$ cat config.mk
export PLATFORM = sky130hd
export DESIGN_NAME = issue_cluster
export DESIGN_NICKNAME = d
export VERILOG_FILES = /design/src/common/rs_pkg.sv /design/src/reservation_station/reservation_station.sv /design/src/alu_unit.sv /design/src/dispatch_stage.sv /design/src/issue_cluster.sv
export SDC_FILE = /design/constraint.sdc
export NUM_CORES = 2
export LEC_CHECK = 0
export ABC_AREA = 1
export BUFFER_PORTS_ARGS = -buffer_cell sky130_fd_sc_hd__buf_4
export CAP_MARGIN = 10
export CELL_PAD_IN_SITES_DETAIL_PLACEMENT = 1
export CELL_PAD_IN_SITES_GLOBAL_PLACEMENT = 1
export CORE_ASPECT_RATIO = 0.75
export CORE_MARGIN = 2
export CORE_UTILIZATION = 30
export CTS_BUF_LIST = sky130_fd_sc_hd__clkbuf_4 sky130_fd_sc_hd__clkbuf_8
export DETAILED_ROUTE_END_ITERATION = 10
export MAX_ROUTING_LAYER = met4
export PLACE_DENSITY_LB_ADDON = 0.1
export RECOVER_POWER = 50
export SYNTH_ARGS = -nofsm -noshare
export SYNTH_HDL_FRONTEND = slang
export SYNTH_SLANG_ARGS = --single-unit
$ cat constraint.sdc
create_clock -name clk -period 13.3 [get_ports clk]
set_clock_uncertainty 0.2 [all_clocks]
set_input_delay 0 -clock clk [delete_from_list [all_inputs] [get_ports clk]]
set_output_delay 0 -clock clk [all_outputs]
set_load 0.01 [all_outputs]
$ cat src/common/rs_pkg.sv
package rs_pkg;

    // reorder-buffer tag, zero means the value is ready
    localparam int TAG_W = 4;

    typedef logic [TAG_W-1:0] rob_tag_t;
    typedef logic [31:0]      word_t;
    typedef logic [3:0]       aluop_t;

    localparam aluop_t ALU_ADD = 4'h0;
    localparam aluop_t ALU_SUB = 4'h1;
    localparam aluop_t ALU_AND = 4'h2;
    localparam aluop_t ALU_OR  = 4'h3;
    localparam aluop_t ALU_XOR = 4'h4;
    localparam aluop_t ALU_SLL = 4'h5;
    localparam aluop_t ALU_SRL = 4'h6;
    localparam aluop_t ALU_SLT = 4'h7;

    // value is only meaningful once tag is zero
    typedef struct packed {
        rob_tag_t tag;
        word_t    value;
    } src_t;

    typedef struct packed {
        rob_tag_t dest;
        aluop_t   op;
        logic     use_imm;
        word_t    imm;
        src_t     src1;
        src_t     src2;
    } dispatch_t;

    typedef struct packed {
        logic     valid;
        rob_tag_t dest;
        aluop_t   op;
        logic     use_imm;
        word_t    imm;
        word_t    val1;
        word_t    val2;
    } issue_t;

    typedef struct packed {
        logic     valid;
        rob_tag_t tag;
        word_t    value;
    } cdb_t;

    // take the broadcast value when the operand waits on that tag
    function automatic src_t src_capture(src_t s, cdb_t c);
        src_t r;
        r = s;
        if (c.valid && s.tag != '0 && s.tag == c.tag) begin
            r.tag   = '0;
            r.value = c.value;
        end
        return r;
    endfunction

endpackage

$ cat src/reservation_station/reservation_station.sv
module reservation_station
    import rs_pkg::*;
#(
    parameter int RS_DEPTH = 8
) (
    input  logic      clk,
    input  logic      rst,
    input  logic      flush,
    input  dispatch_t alloc_inst,
    input  logic      alloc_valid,
    output logic      rs_full,
    input  cdb_t      cdb,
    output issue_t    issue
);

    localparam int IDX_W = $clog2(RS_DEPTH);

    logic [RS_DEPTH-1:0] busy;
    dispatch_t           ent [RS_DEPTH];
    logic [RS_DEPTH-1:0] ready_vec;

    logic [IDX_W-1:0] alloc_idx;
    logic [IDX_W-1:0] sel_idx;
    logic             sel_found;
    logic             do_alloc;
    dispatch_t        alloc_snooped;

    assign rs_full  = &busy;
    assign do_alloc = alloc_valid && !rs_full && !flush;

    // both operands present
    always_comb begin
        for (int i = 0; i < RS_DEPTH; i++) begin
            ready_vec[i] = busy[i] && ent[i].src1.tag == '0 && ent[i].src2.tag == '0;
        end
    end

    // lowest free entry, scanned downward so the lowest index is kept
    always_comb begin
        alloc_idx = '0;
        for (int i = RS_DEPTH - 1; i >= 0; i--) begin
            if (!busy[i]) begin
                alloc_idx = IDX_W'(i);
            end
        end
    end

    // lowest ready entry
    always_comb begin
        sel_found = 1'b0;
        sel_idx   = '0;
        for (int i = RS_DEPTH - 1; i >= 0; i--) begin
            if (ready_vec[i]) begin
                sel_found = 1'b1;
                sel_idx   = IDX_W'(i);
            end
        end
    end

    // a result broadcast on the write edge must not be missed
    always_comb begin
        alloc_snooped      = alloc_inst;
        alloc_snooped.src1 = src_capture(alloc_inst.src1, cdb);
        alloc_snooped.src2 = src_capture(alloc_inst.src2, cdb);
    end

    // issued entry and new entry never collide, one is busy and one is free
    always_ff @(posedge clk or posedge rst) begin
        if (rst) begin
            busy <= '0;
        end else if (flush) begin
            busy <= '0;
        end else begin
            if (sel_found) begin
                busy[sel_idx] <= 1'b0;
            end
            if (do_alloc) begin
                busy[alloc_idx] <= 1'b1;
            end
        end
    end

    // entry payload with cdb snooping
    always_ff @(posedge clk) begin
        for (int i = 0; i < RS_DEPTH; i++) begin
            if (do_alloc && alloc_idx == IDX_W'(i)) begin
                ent[i] <= alloc_snooped;
            end else if (busy[i]) begin
                ent[i].src1 <= src_capture(ent[i].src1, cdb);
                ent[i].src2 <= src_capture(ent[i].src2, cdb);
            end
        end
    end

    // issue register toward the ALU, nothing goes out on a flush edge
    always_ff @(posedge clk or posedge rst) begin
        if (rst) begin
            issue <= '0;
        end else begin
            issue.valid   <= sel_found && !flush;
            issue.dest    <= ent[sel_idx].dest;
            issue.op      <= ent[sel_idx].op;
            issue.use_imm <= ent[sel_idx].use_imm;
            issue.imm     <= ent[sel_idx].imm;
            issue.val1    <= ent[sel_idx].src1.value;
            issue.val2    <= ent[sel_idx].src2.value;
        end
    end

endmodule

$ cat src/alu_unit.sv
module alu_unit
    import rs_pkg::*;
(
    input  logic   clk,
    input  logic   rst,
    input  issue_t issue,
    output cdb_t   cdb
);

    word_t op_a;
    word_t op_b;
    word_t result;
    cdb_t  s1;

    assign op_a = issue.val1;
    // immediate replaces source 2
    assign op_b = issue.use_imm ? issue.imm : issue.val2;

    always_comb begin
        case (issue.op)
            ALU_ADD: result = op_a + op_b;
            ALU_SUB: result = op_a - op_b;
            ALU_AND: result = op_a & op_b;
            ALU_OR:  result = op_a | op_b;
            ALU_XOR: result = op_a ^ op_b;
            ALU_SLL: result = op_a << op_b[4:0];
            ALU_SRL: result = op_a >> op_b[4:0];
            ALU_SLT: result = {31'b0, $signed(op_a) < $signed(op_b)};
            default: result = '0;
        endcase
    end

    // stage one holds the computed result
    always_ff @(posedge clk or posedge rst) begin
        if (rst) begin
            s1 <= '0;
        end else begin
            s1.valid <= issue.valid;
            s1.tag   <= issue.dest;
            s1.value <= result;
        end
    end

    // stage two drives the bus, one cycle per result
    always_ff @(posedge clk or posedge rst) begin
        if (rst) begin
            cdb <= '0;
        end else begin
            cdb <= s1;
        end
    end

endmodule

$ cat src/dispatch_stage.sv
module dispatch_stage
    import rs_pkg::*;
(
    input  logic      clk,
    input  logic      rst,
    input  logic      flush,
    input  dispatch_t in_inst,
    input  logic      in_valid,
    output logic      in_ready,
    input  cdb_t      cdb,
    input  logic      rs_full,
    output dispatch_t alloc_inst,
    output logic      alloc_valid
);

    logic      hold_valid;
    dispatch_t hold_inst;
    dispatch_t base_inst;
    dispatch_t next_inst;
    logic      accept;
    logic      drain;

    // station takes the held instruction this cycle
    assign drain  = hold_valid && !rs_full;
    assign accept = in_valid && in_ready;

    assign in_ready = !hold_valid || drain;

    assign alloc_inst  = hold_inst;
    assign alloc_valid = hold_valid;

    // snoop cdb on the held copy, or on the incoming one at the accept edge
    always_comb begin
        base_inst      = accept ? in_inst : hold_inst;
        next_inst      = base_inst;
        next_inst.src1 = src_capture(base_inst.src1, cdb);
        next_inst.src2 = src_capture(base_inst.src2, cdb);
    end

    // a new accept wins over flush and drain
    always_ff @(posedge clk or posedge rst) begin
        if (rst) begin
            hold_valid <= 1'b0;
        end else if (accept) begin
            hold_valid <= 1'b1;
        end else if (flush || drain) begin
            hold_valid <= 1'b0;
        end
    end

    always_ff @(posedge clk) begin
        if (accept || hold_valid) begin
            hold_inst <= next_inst;
        end
    end

endmodule

$ cat src/issue_cluster.sv
module issue_cluster
    import rs_pkg::*;
#(
    parameter int RS_DEPTH = 8
) (
    input  logic      clk,
    input  logic      rst,
    input  logic      flush,
    input  dispatch_t in_inst,
    input  logic      in_valid,
    output logic      in_ready,
    output cdb_t      cdb
);

    dispatch_t alloc_inst;
    logic      alloc_valid;
    logic      rs_full;
    issue_t    issue;

    dispatch_stage dispatch_stage_i (
        .clk         (clk),
        .rst         (rst),
        .flush       (flush),
        .in_inst     (in_inst),
        .in_valid    (in_valid),
        .in_ready    (in_ready),
        .cdb         (cdb),
        .rs_full     (rs_full),
        .alloc_inst  (alloc_inst),
        .alloc_valid (alloc_valid)
    );

    reservation_station #(
        .RS_DEPTH (RS_DEPTH)
    ) reservation_station_i (
        .clk         (clk),
        .rst         (rst),
        .flush       (flush),
        .alloc_inst  (alloc_inst),
        .alloc_valid (alloc_valid),
        .rs_full     (rs_full),
        .cdb         (cdb),
        .issue       (issue)
    );

    // result bus also feeds back into dispatch and the station
    alu_unit alu_unit_i (
        .clk   (clk),
        .rst   (rst),
        .issue (issue),
        .cdb   (cdb)
    );

endmodule

Yosys cells after proc, flatten, opt, wreduce, memory -nomap -nowiden
Memory sizes are Yosys's and may differ from the RTL's. A register that Yosys moved wholly into a read port is not among the register bits.
Cells that the tools add are included.
{"block": "classes", "mux": 145, "order_cmp": 5, "n_eq_ne": 34, "n_bitwise": 22, "n_reduce_logical": 121, "add_sub_neg": 2, "n_shift": 2}
{"op": "$mux W36", "count": 66}
{"op": "$pmux W32 S8", "count": 1}
{"op": "$mux W32", "count": 3}
{"op": "$eq A4 B4 Y1", "count": 20}
{"op": "$reduce_bool A4 Y1", "count": 20}
{"op": "$mux W72", "count": 1}
{"op": "$logic_and A1 B1 Y1", "count": 70}
{"op": "$logic_not A4 Y1", "count": 17}
{"op": "$mux W1", "count": 52}
{"op": "$mux W3", "count": 16}
{"op": "$add A32 B32 Y32", "count": 1}
{"op": "$and A32 B32 Y32", "count": 1}
{"op": "$lt A32 B32 Y1", "count": 1}
{"op": "$mux W8", "count": 4}
{"op": "$or A32 B32 Y32", "count": 1}
{"op": "$shl A32 B5 Y32", "count": 1}
{"op": "$shr A32 B5 Y32", "count": 1}
{"op": "$sub A32 B32 Y32", "count": 1}
{"op": "$xor A32 B32 Y32", "count": 1}
{"op": "$eq A4 B3 Y1 const B", "count": 4}
{"op": "$or A1 B1 Y1", "count": 16}
{"op": "$eq A3 B3 Y1 const B", "count": 4}
{"op": "$and A8 B8 Y8", "count": 1}
{"op": "$eq A4 B2 Y1 const B", "count": 2}
{"op": "other kinds (14)", "count": 26}
{"block": "word_totals", "output_inout_bits": 38, "n_memories": 1, "elab_cells": 349, "ram_bits": 904, "ff_bits": 197, "input_bits": 117}
{"memory": "reservation_station_i.ent", "words": 8, "word_bits": 113, "read_ports": 9, "rd_ports_with_merged_regs": 1, "wr": 8, "line_no": "reservation_station.sv:19", "text": "dispatch_t ent [RS_DEPTH];"}

Logic depth before layout (Yosys ltp)
An unclocked memory read counts as a cell.
{"block": "depth", "word_depth": 23, "mapped_depth": 22, "mapped_depth_nobuf": 19}

Modules after synthesis
From an unflattened synthesis, not the netlist that was laid out.
{"block": "hier_totals", "cells_unflattened": 7532, "area_unflattened_um2": 64981.1}
{"mod": "reservation_station", "cells_per_inst": 4806, "area_per_inst_um2": 47335.4, "seq_area_each_um2": 29998.8, "instances": 1}
{"mod": "alu_unit", "cells_per_inst": 2150, "area_per_inst_um2": 12125.4, "seq_area_each_um2": 1851.8, "instances": 1}
{"mod": "dispatch_stage", "cells_per_inst": 576, "area_per_inst_um2": 5520.3, "seq_area_each_um2": 3418.3, "instances": 1}

Least setup slack after synthesis
No wires, ideal clock.
{"block": "synth_timing", "kind": "register to register", "startpoint": "register alu_unit_i.cdb[34] (netlist name)", "endpoint": "memory reservation_station_i.ent[0][0] (netlist bit), enable pin", "setup_time_ps": 529, "setup_slack_ps": 7614, "required_ps": 12571, "synth_period_minus_slack_ps": 5686, "stages_incl_launch_ff": 6, "path_buffers": 2, "arrival_ps": 4956, "path_cell_list": "dfrtp_1 -> buf_2 -> buf_1 -> o22ai_1 -> o21bai_1 -> o41ai_1"}
{"element": "to (decl)", "line_no": "reservation_station.sv:19"}

==> impl_metrics.csv <==
group,metric,value,unit
logic_synthesis,synth_nets,7557,
timing,tightest_slew,5.65,ns
final_layout,drive_gt1_share,8.75,%
drt,via_per_inst,5.20,
placement,port_buffers,154,
cts,cts_sinks,1206,
drt,dr.pass1.iters,6,
floorplan,ioPinCount,155,
cts,clock-root-buffer,"clkbuf_8",
drt,drt_wl_total,282000,um
placement,dp_hpwl,182000,um
floorplan,core_area,211000,sq um
cts,cts_buffer_depth,4,
critical_path,setup.worst_path.start_class,"register",
placement,place_congestion,0.939,
timing,finalCritPeriodShare,65.2,%
final_layout,layout.nets,7834,
logic_synthesis,netlist_instances,7338,
critical_path,cp.arrival,9.18,ns
critical_path,end_kind,"register",
status,violations,"capacitance limit, slew limit",
floorplan,core.rowCount,146,
floorplan,die_h,403,um
power,ir_worst_vdd,69.5,uV
placement,placed_area,67200,sq um
logic_synthesis,async_flop_share,15.7,%
cts,cts_tree,"built",
timing,hold_viol,0,
critical_path,cp.required,13.81,ns
critical_path,reg2reg_to,"reservation_station_i.ent[6][1]",
timing,setup_viol,0,
logic_synthesis,synth_warnings,0,
final_layout,final_area,74000,sq um
power,power-per-cell-area,121,nW/um^2
floorplan,start_util,30.1,%
critical_path,worstReg2RegStart,"alu_unit_i.cdb[34]",
global_routing,grt_pass1_vias,54975,
floorplan,die_w,535,um
drt,ant_nets,0,
timing,fin_crit,8.67,ns
drt,dr_total_vias,55118,
timing,rsz0062_at_grt,"false",
timing,setup_tns,0,ns
cts,ctsResizeCount,0,
drt,drc,0,
run,cap_violations,21,
global_routing,grt_usage,26.5,%
placement,pre_cts_ws,7.75,ns
logic_synthesis,ys_ff_latch,1206,
logic_synthesis,syn_avg_cell_area,8.66,sq um
power,power.leakage,31.2,nW
floorplan,dieArea,216000,sq um
final_layout,nFillCells,24650,
logic_synthesis,syn-cell-area,63500,sq um
timing,maxSlewHeadroom,-279,%
timing,fmax,115,MHz
logic_synthesis,synth.distinct_cells,54,
cts,clk_latency,0.96,ns
logic_synthesis,ys_seq_area_share,55.5,%
cts,clk_pin_slew,0.06,ns
final_layout,area_growth,16.5,%
drt,wire_per_inst,26.6,um
final_layout,final_cell_mix,"nand2_1 (1,638), edfxtp_1 (1,017), nand3_1 (956)",
global_routing,grt_start_max_net_pins,188,
hold_path,hold_class,"in2reg",
global_routing,grt_pass1_wl,404000,um
timing,setup_ws,4.63,ns
status,status,"finished, violations left",
critical_path,critPathLaunch,"alu_unit_i.cdb[34]",
global_routing,grt_overflow,0,
critical_path,r2r_setup_slack,4.63,ns
cts,htreeDepth,4,
final_layout,layout_commonest_cell,"nand2_1",
global_routing,antenna_found_initial,14,
logic_synthesis,synth_edf_count,1017,
critical_path,worstSetupPathType,"reg2reg",
logic_synthesis,synth_top_flop_cell,"edfxtp_1",
timing,slew_violations,802,
cts,cts_made_buffers,215,
drt,drt_iter0_drc,4984,
critical_path,rr_worst_depth,9,
critical_path,crit_path_end,"reservation_station_i.ent[6][1]",
critical_path,path_max_fanout,47,
==> what timing repair did <==
action                    CTS  global route
hold endpoints to repair  406             0
buffers inserted            0             0
hold buffers              283             0
==> worst min path at each step <==
stage	from	to	slack (ns)	cells after the start
global route	in_inst[74]	dispatch_stage_i.alloc_inst[74]	0.07	3
global placement	in_inst[74]	dispatch_stage_i.alloc_inst[74]	-0.02	1
CTS	in_inst[110]	dispatch_stage_i.alloc_inst[110]	0.004	3
finish	in_inst[110]	dispatch_stage_i.alloc_inst[110]	0.12	3
detailed placement	in_inst[74]	dispatch_stage_i.alloc_inst[74]	-0.02	1
floorplan	in_inst[100]	dispatch_stage_i.alloc_inst[100]	-0.10	0
==> synthesized netlist by cell type (7+ instances only) <==
library cell	count	share of area [%]
buf_1	45	0.27
o211ai_1	36	0.43
a221oi_1	7	0.097
buf_6	11	0.19
xnor2_1	10	0.14
or2_2	39	0.38
a21oi_1	168	1.3
dfrtp_1	189	7.4
clkinv_1	23	0.14
a21oi_2	33	0.45
inv_1	918	5.4
o21bai_1	12	0.14
nand3_1	956	7.5
nand2_1	1644	9.7
o21ai_1	7	0.055
buf_2	133	1.0
edfxtp_1	1017	48
nor2_1	546	3.2
nand4_1	254	2.5
ha_1	100	2.0
xor2_1	8	0.11
nor4_1	8	0.079
a31oi_1	10	0.098
o21ai_0	659	5.2
o22ai_1	102	1.0
nor3_1	27	0.21
inv_2	15	0.089
clkbuf_1	296	1.7
==> metal layers <==
| layer | vias up | GRT usage [%] | part of all wire (%) |
|---|---|---|---|
| met2 | 1677 | 39.6 | 44 |
| li1 | 25283 | - | - |
| met4 | 0 | 5.52 | 2.1 |
| met5 | - | - | 0 |
| met3 | 323 | 3.96 | 6.0 |
| met1 | 27835 | 38.0 | 48 |
==> critical path: stages (launching register included) <==
cell and delay [ns]:
dfrtp_1 0.32, clkbuf_1 1.43, inv_1 0.88, nand2_1 0.25
a221oi_1 0.10, o211ai_1 0.21, clkbuf_1 1.06, clkbuf_1 2.43
a21oi_1 1.08, o21ai_0 0.41
==> state kept, by name, indices dropped and copies added, names as in the netlist <==
name and cells:
reservation_station_i.ent 904, alu_unit_i.s1 37, reservation_station_i.issue 106, dispatch_stage_i.alloc_valid 1
dispatch_stage_i.alloc_inst 113, reservation_station_i.busy 8, alu_unit_i.cdb 37
==> cell type report <==
cell class	count	area (sq um)	share of cell area [%]
sequential	1206	35300	47.7
multi-input combinational	4689	22600	30.6
timing repair buffer	547	4640	6.27
clock buffer	341	4060	5.49
inverter	956	3600	4.87
tap	2812	3520	4.75
clock inverter	47	292	0.394
antenna	4	10.0	0.0135
==> through the flow <==
stage	total power (W)	std cells	hold WS, ns	utilization [%]
after floorplan	0.00482	7338	-0.101	-
after global placement	0.00528	9927	-0.0215	31.9
after detailed placement	0.00529	9927	-0.0207	31.9
after CTS	0.00903	10598	0.00404	35.3
after global routing	0.00928	10601	0.0715	35.1
final	0.00893	10602	0.124	35.1
==> power by group <==
group | switching, W | internal (W)
clock | 0.00168 | 0.00197
combinational | 0.000701 | 0.000273
sequential | 0.000104 | 0.00420
==> kinds of logic (layout without fill, tap and decap cells) <==
family | Yosys count | in the layout | share of synthesized area (%)
AOI/OAI and AO/OA | 1077 | 1077 | 9.34
DFF | 1206 | 1206 | 55.5
buffers and inverters | 1443 | 1891 | 8.93
other | 0 | 4 | 0
xor gates and xnor gates | 18 | 18 | 0.248
adders and majority gates | 102 | 102 | 2.03
and+or+nand+nor | 3492 | 3492 | 23.9
(Power assumes the default switching activity.)
